## config.mk

```make
export PLATFORM = sky130hd
export DESIGN_NAME = sa_top
export DESIGN_NICKNAME = d
export VERILOG_FILES = /design/src/hdl/sa_data_pkg.sv /design/src/hdl/sa_ctrl_pkg.sv /design/src/hdl/sa_pe.sv /design/src/hdl/sa_array.sv /design/src/hdl/sa_skew.sv /design/src/hdl/sa_count.sv /design/src/hdl/sa_seq.sv /design/src/hdl/sa_top.sv
export VERILOG_INCLUDE_DIRS = /design/src /design/src/hdl
export SDC_FILE = /design/constraint.sdc
export NUM_CORES = 2
export LEC_CHECK = 0
export BUFFER_PORTS_ARGS = -buffer_cell sky130_fd_sc_hd__buf_2
export CELL_PAD_IN_SITES_DETAIL_PLACEMENT = 0
export CELL_PAD_IN_SITES_GLOBAL_PLACEMENT = 1
export CORE_UTILIZATION = 45
export CTS_BUF_LIST = sky130_fd_sc_hd__clkbuf_2 sky130_fd_sc_hd__clkbuf_4 sky130_fd_sc_hd__clkbuf_8
export DETAILED_ROUTE_END_ITERATION = 8
export PLACE_DENSITY_LB_ADDON = 0.12
export SYNTH_ARGS = -nofsm -noshare
export SYNTH_HDL_FRONTEND = slang
export SYNTH_SLANG_ARGS = --single-unit
```

## constraint.sdc

```tcl
create_clock -name clk -period 6.1 [get_ports clk]
set_input_delay 0.305 -clock clk [delete_from_list [all_inputs] [get_ports clk]]
set_output_delay 0.305 -clock clk [all_outputs]
set_load 0.01 [all_outputs]
```

## src/hdl/sa_macros.svh

```systemverilog
`ifndef SA_MACROS_SVH
`define SA_MACROS_SVH

// array geometry
`define SA_ROWS 4
`define SA_COLS 4

// data widths
`define SA_IW 8   // signed operand
`define SA_OW 24  // accumulator, holds 31 full-scale products
`define SA_KW 5   // job length field

// cycles for the last wavefront to cross the grid
`define SA_FLUSH (`SA_ROWS + `SA_COLS - 1)

`endif

```

## src/hdl/sa_data_pkg.sv

```systemverilog
`include "sa_macros.svh"

package sa_data_pkg;

    // one signed operand
    typedef logic signed [`SA_IW-1:0] elem_t;

    // one signed accumulator
    typedef logic signed [`SA_OW-1:0] acc_t;

    // one column of A, lane r feeds row r
    typedef elem_t [`SA_ROWS-1:0] a_vec_t;

    // one row of B, lane c feeds column c
    typedef elem_t [`SA_COLS-1:0] b_vec_t;

    // one row of C as it leaves row 0
    typedef acc_t [`SA_COLS-1:0] res_vec_t;

    // job length K, also reused for every phase count
    typedef logic [`SA_KW-1:0] klen_t;

endpackage

```

## src/hdl/sa_ctrl_pkg.sv

```systemverilog
`include "sa_macros.svh"

package sa_ctrl_pkg;

    typedef enum logic [1:0] {
        IDLE  = 2'd0,
        FEED  = 2'd1,  // operands enter
        FLUSH = 2'd2,  // skewed wavefronts drain through the grid
        DRAIN = 2'd3   // accumulators shift out through row 0
    } seq_state_e;

    // travels right with the A operands
    typedef struct packed {
        logic mac_en;     // valid operand pair present
        logic acc_first;  // pair starts a new sum
    } pe_ctrl_t;

    // sequencer to datapath
    typedef struct packed {
        logic feed;   // aligned with the operand cycles
        logic first;  // first operand cycle of a job
        logic drain;  // shift accumulators up
    } phase_t;

endpackage

```

## src/hdl/sa_pe.sv

```systemverilog
`timescale 1ns/1ns

module sa_pe (
    input  logic                 clk,
    input  logic                 rst_i,
    input  sa_data_pkg::elem_t   a_i,
    input  sa_data_pkg::elem_t   b_i,
    input  sa_ctrl_pkg::pe_ctrl_t ctrl_i,
    input  logic                 drain_i,
    input  sa_data_pkg::acc_t    acc_i,   // from the element below
    output sa_data_pkg::elem_t   a_o,
    output sa_data_pkg::elem_t   b_o,
    output sa_ctrl_pkg::pe_ctrl_t ctrl_o,
    output sa_data_pkg::acc_t    acc_o
);

    sa_data_pkg::elem_t    a_q;
    sa_data_pkg::elem_t    b_q;
    sa_ctrl_pkg::pe_ctrl_t ctrl_q;
    sa_data_pkg::acc_t     acc_q;
    sa_data_pkg::acc_t     prod;

    assign prod = a_i * b_i;  // both signed, sign-extended to accumulator width

    always_ff @(posedge clk) begin
        if (rst_i) begin
            a_q    <= '0;
            b_q    <= '0;
            ctrl_q <= '0;
            acc_q  <= '0;
        end else begin
            a_q    <= a_i;
            b_q    <= b_i;
            ctrl_q <= ctrl_i;
            if (drain_i) begin
                acc_q <= acc_i;  // shift up one row
            end else if (ctrl_i.mac_en) begin
                if (ctrl_i.acc_first) begin
                    acc_q <= prod;  // drop the previous job's sum
                end else begin
                    acc_q <= acc_q + prod;
                end
            end
        end
    end

    assign a_o    = a_q;
    assign b_o    = b_q;
    assign ctrl_o = ctrl_q;
    assign acc_o  = acc_q;

endmodule

```

## src/hdl/sa_array.sv

```systemverilog
`timescale 1ns/1ns
`include "sa_macros.svh"

module sa_array (
    input  logic                                     clk,
    input  logic                                     rst_i,
    input  sa_data_pkg::a_vec_t                      a_i,
    input  sa_ctrl_pkg::pe_ctrl_t [`SA_ROWS-1:0]     ctrl_i,
    input  sa_data_pkg::b_vec_t                      b_i,
    input  logic                                     drain_i,
    output sa_data_pkg::res_vec_t                    res_o
);

    // index 0 is the entry edge, the last index the far edge
    sa_data_pkg::elem_t    a_x    [`SA_ROWS-1:0][`SA_COLS:0];
    sa_ctrl_pkg::pe_ctrl_t ctrl_x [`SA_ROWS-1:0][`SA_COLS:0];
    sa_data_pkg::elem_t    b_x    [`SA_COLS-1:0][`SA_ROWS:0];

    // accumulators move upward, row 0 is the exit
    sa_data_pkg::acc_t     acc_x  [`SA_COLS-1:0][`SA_ROWS:0];

    genvar h, w;

    generate
        for (h = 0; h < `SA_ROWS; h++) begin : g_row_in
            assign a_x[h][0]    = a_i[h];
            assign ctrl_x[h][0] = ctrl_i[h];
        end

        for (w = 0; w < `SA_COLS; w++) begin : g_col_io
            assign b_x[w][0]          = b_i[w];
            assign acc_x[w][`SA_ROWS] = '0;  // bottom edge shifts in zero
            assign res_o[w]           = acc_x[w][0];
        end
    endgenerate

    generate
        for (h = 0; h < `SA_ROWS; h++) begin : g_row
            for (w = 0; w < `SA_COLS; w++) begin : g_col
                sa_pe u_pe (
                    .clk     (clk),
                    .rst_i   (rst_i),
                    .a_i     (a_x[h][w]),
                    .b_i     (b_x[w][h]),
                    .ctrl_i  (ctrl_x[h][w]),
                    .drain_i (drain_i),
                    .acc_i   (acc_x[w][h+1]),
                    .a_o     (a_x[h][w+1]),
                    .b_o     (b_x[w][h+1]),
                    .ctrl_o  (ctrl_x[h][w+1]),
                    .acc_o   (acc_x[w][h])
                );
            end
        end
    endgenerate

endmodule

```

## src/hdl/sa_skew.sv

```systemverilog
`timescale 1ns/1ns
`include "sa_macros.svh"

module sa_skew (
    input  logic                                 clk,
    input  logic                                 rst_i,
    input  sa_ctrl_pkg::phase_t                  phase_i,
    input  sa_data_pkg::a_vec_t                  a_i,
    input  sa_data_pkg::b_vec_t                  b_i,
    output sa_data_pkg::a_vec_t                  a_o,
    output sa_ctrl_pkg::pe_ctrl_t [`SA_ROWS-1:0] ctrl_o,
    output sa_data_pkg::b_vec_t                  b_o
);

    sa_ctrl_pkg::pe_ctrl_t ctrl_in;

    assign ctrl_in.mac_en    = phase_i.feed;
    assign ctrl_in.acc_first = phase_i.first;

    assign a_o[0]    = a_i[0];  // lane 0 needs no delay
    assign ctrl_o[0] = ctrl_in;
    assign b_o[0]    = b_i[0];

    for (genvar r = 1; r < `SA_ROWS; r++) begin : g_a_lane
        sa_data_pkg::elem_t    [r-1:0] a_sr;
        sa_ctrl_pkg::pe_ctrl_t [r-1:0] c_sr;

        always_ff @(posedge clk) begin
            a_sr[0] <= a_i[r];
            for (int i = 1; i < r; i++) begin
                a_sr[i] <= a_sr[i-1];
            end
        end

        always_ff @(posedge clk) begin
            if (rst_i) begin
                c_sr <= '0;
            end else begin
                c_sr[0] <= ctrl_in;
                for (int i = 1; i < r; i++) begin
                    c_sr[i] <= c_sr[i-1];
                end
            end
        end

        assign a_o[r]    = a_sr[r-1];
        assign ctrl_o[r] = c_sr[r-1];
    end

    for (genvar c = 1; c < `SA_COLS; c++) begin : g_b_lane
        sa_data_pkg::elem_t [c-1:0] b_sr;

        always_ff @(posedge clk) begin
            b_sr[0] <= b_i[c];
            for (int i = 1; i < c; i++) begin
                b_sr[i] <= b_sr[i-1];
            end
        end

        assign b_o[c] = b_sr[c-1];
    end

endmodule

```

## src/hdl/sa_count.sv

```systemverilog
`timescale 1ns/1ns

module sa_count (
    input  logic               clk,
    input  logic               rst_i,
    input  logic               load_i,
    input  sa_data_pkg::klen_t value_i,
    output logic               zero_o
);

    sa_data_pkg::klen_t cnt_q;

    // holds at zero until the next load
    always_ff @(posedge clk) begin
        if (rst_i) begin
            cnt_q <= '0;
        end else if (load_i) begin
            cnt_q <= value_i;
        end else if (cnt_q != '0) begin
            cnt_q <= cnt_q - 1'b1;
        end
    end

    assign zero_o = (cnt_q == '0);

endmodule

```

## src/hdl/sa_seq.sv

```systemverilog
`timescale 1ns/1ns
`include "sa_macros.svh"

module sa_seq (
    input  logic                clk,
    input  logic                rst_i,
    input  logic                start_i,
    input  sa_data_pkg::klen_t  k_len_i,
    input  logic                cnt_zero_i,
    output logic                cnt_load_o,
    output sa_data_pkg::klen_t  cnt_value_o,
    output sa_ctrl_pkg::phase_t phase_o,
    output logic                busy_o,
    output logic                feed_o,
    output logic                res_valid_o,
    output logic                done_o
);

    sa_ctrl_pkg::seq_state_e state_q;
    sa_ctrl_pkg::seq_state_e state_d;
    logic                    feed_q;   // host operands trail feed_o by one cycle
    logic                    first_q;
    logic                    accept;

    assign accept = start_i && (k_len_i != '0);  // zero length is dropped

    always_comb begin
        state_d     = state_q;
        cnt_load_o  = 1'b0;
        cnt_value_o = '0;
        case (state_q)
            sa_ctrl_pkg::IDLE: if (accept) begin
                state_d     = sa_ctrl_pkg::FEED;
                cnt_load_o  = 1'b1;
                cnt_value_o = k_len_i - 1'b1;
            end
            sa_ctrl_pkg::FEED: if (cnt_zero_i) begin
                state_d     = sa_ctrl_pkg::FLUSH;
                cnt_load_o  = 1'b1;
                cnt_value_o = sa_data_pkg::klen_t'(`SA_FLUSH - 1);
            end
            sa_ctrl_pkg::FLUSH: if (cnt_zero_i) begin
                state_d     = sa_ctrl_pkg::DRAIN;
                cnt_load_o  = 1'b1;
                cnt_value_o = sa_data_pkg::klen_t'(`SA_ROWS - 1);
            end
            sa_ctrl_pkg::DRAIN: if (cnt_zero_i) begin
                state_d = sa_ctrl_pkg::IDLE;
            end
            default: state_d = sa_ctrl_pkg::IDLE;
        endcase
    end

    always_ff @(posedge clk) begin
        if (rst_i) begin
            state_q <= sa_ctrl_pkg::IDLE;
            feed_q  <= 1'b0;
            first_q <= 1'b0;
            done_o  <= 1'b0;
        end else begin
            state_q <= state_d;
            feed_q  <= feed_o;
            first_q <= feed_o && !feed_q;  // rising edge of feed
            done_o  <= (state_q == sa_ctrl_pkg::DRAIN) && cnt_zero_i;
        end
    end

    assign busy_o      = (state_q != sa_ctrl_pkg::IDLE);
    assign feed_o      = (state_q == sa_ctrl_pkg::FEED);
    assign res_valid_o = (state_q == sa_ctrl_pkg::DRAIN);

    // drain straight from the state so row 0 shows in the first DRAIN cycle
    assign phase_o.feed  = feed_q;
    assign phase_o.first = first_q;
    assign phase_o.drain = res_valid_o;

endmodule

```

## src/hdl/sa_top.sv

```systemverilog
`timescale 1ns/1ns
`include "sa_macros.svh"

module sa_top (
    input  logic                  clk,
    input  logic                  rst_i,
    input  logic                  start_i,
    input  sa_data_pkg::klen_t    k_len_i,
    input  sa_data_pkg::a_vec_t   a_col_i,
    input  sa_data_pkg::b_vec_t   b_row_i,
    output logic                  feed_o,
    output logic                  busy_o,
    output logic                  res_valid_o,
    output logic                  done_o,
    output sa_data_pkg::res_vec_t res_row_o
);

    logic                                cnt_load;
    sa_data_pkg::klen_t                  cnt_value;
    logic                                cnt_zero;
    sa_ctrl_pkg::phase_t                 phase;
    sa_data_pkg::a_vec_t                 a_skew;
    sa_ctrl_pkg::pe_ctrl_t [`SA_ROWS-1:0] ctrl_skew;
    sa_data_pkg::b_vec_t                 b_skew;

    sa_seq u_seq (
        .clk         (clk),
        .rst_i       (rst_i),
        .start_i     (start_i),
        .k_len_i     (k_len_i),
        .cnt_zero_i  (cnt_zero),
        .cnt_load_o  (cnt_load),
        .cnt_value_o (cnt_value),
        .phase_o     (phase),
        .busy_o      (busy_o),
        .feed_o      (feed_o),
        .res_valid_o (res_valid_o),
        .done_o      (done_o)
    );

    sa_count u_count (
        .clk     (clk),
        .rst_i   (rst_i),
        .load_i  (cnt_load),
        .value_i (cnt_value),
        .zero_o  (cnt_zero)
    );

    sa_skew u_skew (
        .clk     (clk),
        .rst_i   (rst_i),
        .phase_i (phase),
        .a_i     (a_col_i),
        .b_i     (b_row_i),
        .a_o     (a_skew),
        .ctrl_o  (ctrl_skew),
        .b_o     (b_skew)
    );

    sa_array u_array (
        .clk     (clk),
        .rst_i   (rst_i),
        .a_i     (a_skew),
        .ctrl_i  (ctrl_skew),
        .b_i     (b_skew),
        .drain_i (phase.drain),
        .res_o   (res_row_o)
    );

endmodule

```

* Yosys cells after proc, flatten, opt, wreduce, memory -nomap -nowiden *
Cells that the tools add are included.

storage, ports and cells
  bits in latches = 0
  flip-flop bits (word level) = 694
  output and inout bits = 100
  bits of input ports = 72
  memories kept = 0
  memory bits (read-only) = 0
  memory bits (writable) = 0
  word-level logic and storage cells = 183

operators by class
  muxes and demuxes = 54
  multiply operators = 16
  bitwise logic cells = 0
  magnitude comparators = 0
  $add $sub $neg = 18
  equal/unequal tests = 7
  divide/modulo/power cells = 0
  shifts and indexed selects = 0
  reduce and logical (&&, ||, !) cells = 19

operators by type and width
  operator               number
  $mux W24               40
  $add A24 B24 Y24       16
  $mul A8 B8 Y16         16
  $reduce_bool A2 Y1     8
  $mux W5                3
  $pmux W5 S3            1
  $mux W2                5
  $reduce_bool A5 Y1     2
  $sub A5 B1 Y5 const B  2
  $ne A2 B1 Y1 const B   4
  $pmux W2 S4            1
  $logic_not A5 Y1       1
  $eq A2 B2 Y1 const B   2
  $reduce_and A4 Y1      1
  $reduce_or A2 Y1       2
  $logic_and A1 B1 Y1    3
  $mux W3                1
  $eq A2 B1 Y1 const B   1
  $logic_not A2 Y1       1
  $mux W1                2
  $pmux W1 S2            1
  $logic_not A1 Y1       1

* Depth between registers and ports, before layout *
  depth in word-level cells = 5
  gate-level depth with buffers = 30
  mapped depth without buffers = 30

* Cells and area by module *
A second synthesis with hierarchy kept.

second synthesis, totals
  cells, all modules = 10420
  area total of the unflattened synthesis = 89629.7 sq um

modules (own cells, without submodules)
  module                                       area an instance (sq um)  cells each  times used  seq. area each (sq um)
  sa_pe at u_array.g_row[0].g_col[0].u_pe ...  5417.7                    638         5           840.8
  sa_pe at u_array.g_row[1].g_col[2].u_pe ...  5412.7                    637         5           840.8
  sa_pe at u_array.g_row[3].g_col[0].u_pe ...  5342.6                    630         4           840.8
  sa_pe at u_array.g_row[1].g_col[1].u_pe      5496.5                    637         1           840.8
  sa_pe at u_array.g_row[2].g_col[3].u_pe      5450.2                    646         1           840.8
  sa_skew                                      2454.9                    158         1           2042.0
  sa_seq                                       414.1                     51          1           100.1
  sa_count                                     287.8                     32          1           100.1
  sa_array                                     3.8                       1           1           0.0

* Least setup slack after synthesis *
OpenSTA, ideal clock, no wires.

  path kind = register to register
  start point = register u_array.g_row[3].g_col[1].u_pe.a_q[7]
  end point = register u_array.g_row[3].g_col[2].u_pe.acc_q[23]
  slack = -550 ps
  path buffers = 1
  arrival time = 6513 ps
  period minus slack after synthesis = 6650 ps
  data required time = 5963 ps
  setup time = 137 ps
  cell stages (with the launch flop) = 28
  path through = dfxtp_1 -> clkbuf_1 -> and2_1 -> inv_1 -> fa_1 -> fa_1 -> inv_1 -> fa_1 -> inv_1 -> fa_1 -> inv_1 -> ha_1 -> o21a_1 -> a21oi_1 -> o21ai_0 -> a41oi_1 -> a21oi_1 -> xnor2_1 -> ha_1 -> o2111a_1 -> nand2_1 -> a2bb2oi_1 -> o211ai_1 -> and3_1 -> a2111oi_4 -> mux2_2 -> a21oi_1 -> a211oi_1

on the way
  longest elaborated chain between the ends = 3

RTL lines
  what                    RTL line     RTL
  from (decl)             sa_pe.sv:17  sa_data_pkg::elem_t a_q;
  from (signal assigned)  sa_pe.sv:32  a_q <= a_i;
  $mul A8 B8 Y16 *        sa_pe.sv:23  assign prod = a_i * b_i;
  $add A24 B24 Y24        sa_pe.sv:41  acc_q <= acc_q + prod;
  $mux W24 *              sa_pe.sv:38  if (ctrl_i.acc_first) begin
  to (signal assigned)    sa_pe.sv:36  acc_q <= acc_i;
  to (signal assigned)    sa_pe.sv:39  acc_q <= prod;
  to (signal assigned)    sa_pe.sv:41
  to (decl)               sa_pe.sv:20  sa_data_pkg::acc_t acc_q;

Mark *: on every way between the ends. The rest lies on a longest branch, timed or not.
A chain may end at the register's enable or synchronous reset.

* Final worst setup path *
  start point = register u_array.g_row[2].g_col[2].u_pe.a_q[3]
  end point = register u_array.g_row[2].g_col[3].u_pe.acc_q[23]

on the way
  longest elaborated chain between the ends = 5

RTL lines
  what                    RTL line     RTL
  from (decl)             sa_pe.sv:17
  from (signal assigned)  sa_pe.sv:32
  $mul A8 B8 Y16 *        sa_pe.sv:23
  $add A24 B24 Y24        sa_pe.sv:41
  $mux W24 *              sa_pe.sv:38
  $mux W24 *              sa_pe.sv:37  end else if (ctrl_i.mac_en) begin
  $mux W24 *              sa_pe.sv:35  if (drain_i) begin
  to (signal assigned)    sa_pe.sv:36
  to (signal assigned)    sa_pe.sv:39
  to (signal assigned)    sa_pe.sv:41
  to (decl)               sa_pe.sv:20

Mark *: on every way between the ends. The rest lies on a longest branch, timed or not. The select of a mux whose other input is x is not followed.

==> impl_metrics.csv <==
group,metric,value,unit
status,status,"finished, violations left",
status,violations,"setup timing",
power,power_density,252.0,nW/um^2
timing,worst_slack,-0.1802,ns
timing,worstMarginPinSlew,1.122,ns
logic_synthesis,synthTopCellsByCount,"1,397 x inv_1, 896 x fa_1, 863 x ha_1, 706 x nand2_1, 694 x dfxtp_1",
setup_path,worst-setup-path-type,"reg2reg",
logic_synthesis,synth_area_leaders,"fa_1 22%, dfxtp_1 17%, ha_1 13%",
die,die_y,432.5,um
final_layout,ff_latch_area,14310,sq um
route,drtIter0Drc,4028,
setup_path,r2r_start,"u_array.g_row[2].g_col[2].u_pe.a_o[3]",
setup_path,arrival,7.12,ns
logic_synthesis,yosysWarnings,0,
route,route.detailed.drc,0,
setup_path,r2r_slack,-0.18,ns
timing,rsz0062_at_grt,"true",
logic_synthesis,ys.flop_type,"dfxtp_1",
min_path,holdPathStages,5,
logic_synthesis,yosysMostFrequentCell,"inv_1",
placement,pre_cts_ws,-0.7692,ns
clocking,clock_sinks,694,
logic_synthesis,synth_cell_types,96,
logic_synthesis,synth_edf_count,0,
clocking,clkSlewWorstSetupHoldPaths,0.06,ns
clocking,cts-buffers-inserted,146,
timing,fin_crit,6.280,ns
logic_synthesis,async_reset_ff_frac,0,
global_routing,grt_pass1_vias,76621,
setup_path,reg2reg_to,"u_array.g_row[2].g_col[3].u_pe.acc_o[23]",
setup_path,critPathLaunchType,"flip-flop",
power,p_total,27.38,mW
die,num_rows,157,
logic_synthesis,synth_top_area_frac,0.2151,
final_layout,fill_cells,16369,
timing,achievable-frequency,159.2,MHz
power,max-vdd-ir-drop,493.3,uV
final_layout,areaGrowthSynthToFinish,30.25,%
timing,min_period_over_period,1.030,
min_path,hold_end,"u_count.cnt_q[0]",
route,wl_per_cell,19.59,um
clocking,cts-root-buf,"clkbuf_8",
clocking,h-tree-depth,4,
global_routing,antenna_found_initial,12,
min_path,hold_path_class,"in2reg",
final_layout,multiInputGateArea,67970,sq um
final_layout,layout-drive-gt1-share,0.2719,
clocking,cts.path.max_buffers,3,
route,drt_wl_total,275.3,mm
power,p_leak,52.33,nW
logic_synthesis,avgSynthCellArea,8.472,sq um
die,start_util,0.4540,
logic_synthesis,syn-num-nets,11674,
die,core_region_area,183700,sq um
timing,hold_violations,0,
timing,finalSetupViolCount,26,
global_routing,grt.total_usage,0.2900,
global_routing,grt_pass1_wl,425.6,mm
die,io_pins,172,
timing,relSlewSlack,0.2495,
timing,finalMaxSlewViolations,0,
final_layout,fin_util,0.5914,
route,viasPerCell,5.310,
placement,dp_cells,13478,
clocking,cts_tree,"done",
global_routing,grt_overflow,0,
route,vias,74616,
final_layout,layout.nets,13300,
setup_path,critical_path.max_fanout,2,
clocking,clk_latency,0.93,ns
placement,port_buffers,171,
logic_synthesis,yosys.area.top_type,"fa_1",
die,die_w,432.5,um
setup_path,cp.required,6.94,ns
job,maxCapViolations,0,
global_routing,grt_max_degree,182,
die,dieArea,187000,sq um
logic_synthesis,netlist_area,83390,sq um
min_path,min_from,"k_len_i[0]",
timing,fin_skew,0.04867,ns
route,drt_first_pass_iters,6,
logic_synthesis,ys_seq_elements,694,
setup_path,rr_worst_depth,26,
final_layout,fin_cells,14052,
placement,place_hpwl,213.5,mm
logic_synthesis,synth_seq_area_share,0.1666,
placement,gp_congestion,0.9184,
setup_path,endpoint_kind,"flip-flop",
logic_synthesis,netlist_instances,9843,
route,drtAntennaViolNets,0,
==> stage by stage <==
step,hold slack [ns],TNS [ns],area [sq um]
after detailed placement,0.3121,-33.31,96500
after global routing,0.3213,-14.95,108600
after floorplan,0.3096,-0.2413,83690
after CTS,0.2096,-2.097,104600
final,0.3118,-1.988,108600
after global placement,0.3108,-27.18,96500
==> layout make-up <==
type / count / area share
diodes: 4 / 0.00009215
clock buffers: 199 / 0.02395
clock inverters: 64 / 0.007626
inverters: 1402 / 0.04857
multi-input cells: 7364 / 0.6257
flip-flops and latches: 694 / 0.1318
well taps: 2464 / 0.02838
repair buffers: 1861 / 0.1339
==> power by group <==
part	leakage [nW]	total, mW	internal [mW]	switching [mW]
clock	1.78	6.05	3.52	2.53
sequential	5.75	5.40	4.88	0.518
combinational	44.8	15.9	7.73	8.20
==> layout by cell type (no fill, tap or decap), drive strengths merged, types with 17 or more instances in the layout <==
cell type | netlist | layout
nand2b | 72 | 72
o21ai | 428 | 428
ha | 863 | 863
nor2 | 647 | 647
o21bai | 73 | 73
clkinv | 3 | 32
buf | 151 | 1737
or2 | 25 | 25
and3 | 54 | 54
mux2i | 65 | 65
nor2b | 295 | 295
a31oi | 75 | 75
nand4 | 20 | 20
or3 | 75 | 75
a211o | 21 | 21
clkbuf | 232 | 199
xnor2 | 398 | 398
nand2 | 706 | 706
a21o | 202 | 202
and2 | 682 | 682
a311oi | 52 | 52
mux2 | 18 | 18
inv | 1399 | 1408
fa | 896 | 896
xor2 | 158 | 158
o211ai | 120 | 120
bufinv | 0 | 17
o2111a | 22 | 22
nand3 | 97 | 97
a211oi | 120 | 120
a2111oi | 31 | 31
dlygate4sd3 | 0 | 123
o22ai | 18 | 18
o21a | 62 | 62
nor3 | 170 | 170
a21oi | 619 | 619
dfxtp | 694 | 694
==> logic make-up (layout without fill, tap and decap cells) <==
group / Yosys count / count (layout) / share of synthesized area
mux: 83 / 83 / 0.01023
compound gates: 2053 / 2053 / 0.1601
fa+ha+maj: 1759 / 1759 / 0.3446
simple gates: 2913 / 2913 / 0.1754
flops: 694 / 694 / 0.1666
other cells: 0 / 4 / 0
buf+inv: 1785 / 3526 / 0.08468
xor+xnor: 556 / 556 / 0.05848
==> worst max-delay path by stage <==
stage | from | cells after the start | end | slack (ns)
after floorplan | u_array.g_row[3].g_col[1].u_pe.a_o[7] | 27 | u_array.g_row[3].g_col[2].u_pe.acc_o[23] | -0.24
after global placement | u_skew.a_o[27] | 26 | u_array.g_row[3].g_col[0].u_pe.acc_o[23] | -0.65
after detailed placement | u_skew.a_o[27] | 26 | u_array.g_row[3].g_col[0].u_pe.acc_o[23] | -0.77
after CTS | u_array.g_row[0].g_col[3].u_pe.b_o[2] | 28 | u_array.g_row[1].g_col[3].u_pe.acc_o[20] | -0.33
after global routing | u_array.g_row[0].g_col[3].u_pe.b_o[2] | 28 | u_array.g_row[1].g_col[3].u_pe.acc_o[20] | -0.48
final | u_array.g_row[2].g_col[2].u_pe.a_o[3] | 26 | u_array.g_row[2].g_col[3].u_pe.acc_o[23] | -0.18
==> critical path: stages, from the launching register on <==
cell,delay (ns)
dfxtp_2,0.32
and2_4,0.16
fa_1,0.55
inv_2,0.04
fa_1,0.52
inv_2,0.05
fa_1,0.55
inv_2,0.06
fa_1,0.53
inv_2,0.05
ha_4,0.21
o21ai_2,0.06
nor2_2,0.06
or4_4,0.53
a31oi_4,0.21
xnor2_2,0.11
ha_1,0.34
nor2_1,0.06
nor2_2,0.13
o211ai_1,0.21
or2_4,0.29
o21ai_2,0.17
o221ai_2,0.13
o21ai_2,0.18
mux2_4,0.31
a211o_1,0.26
a31oi_1,0.14
==> sequential cells by signal, summed over array words and instances, names as in the netlist <==
signal,count
u_skew.b_o,16
u_skew.g_b_lane.b_sr,32
u_seq.state_q,2
u_seq.done_o,1
u_array.g_row.g_col.u_pe.acc_o,384
u_skew.g_a_lane.a_sr,32
u_array.g_row.g_col.u_pe.a_o,96
u_count.cnt_q,5
u_seq.first_q,1
u_seq.feed_q,1
u_skew.ctrl_o,3
u_skew.a_o,16
u_array.g_row.g_col.u_pe.ctrl_o,9
u_array.g_row.g_col.u_pe.b_o,96
==> what timing repair did <==
| item | CTS | global route |
|---|---|---|
| gates cloned | 0 | 1 |
| pin swaps | 374 | 544 |
| endpoints found under the hold margin | 128 | 0 |
| hold buffers | 123 | 0 |
| setup endpoints to repair | 125 | 143 |
| gates resized for setup | 658 | 763 |
| buffers inserted | 100 | 106 |
==> per-layer routing <==
metal	wire, um	vias up	part of all wire	track usage
li1	-	35833	-	-
met1	111500	36951	0.40	0.3422
met2	140800	1404	0.51	0.5261
met3	9449	428	0.034	0.03182
met4	13600	0	0.049	0.1285
met5	0	-	0	0
No activity file was read; power rests on OpenSTA's default activity.
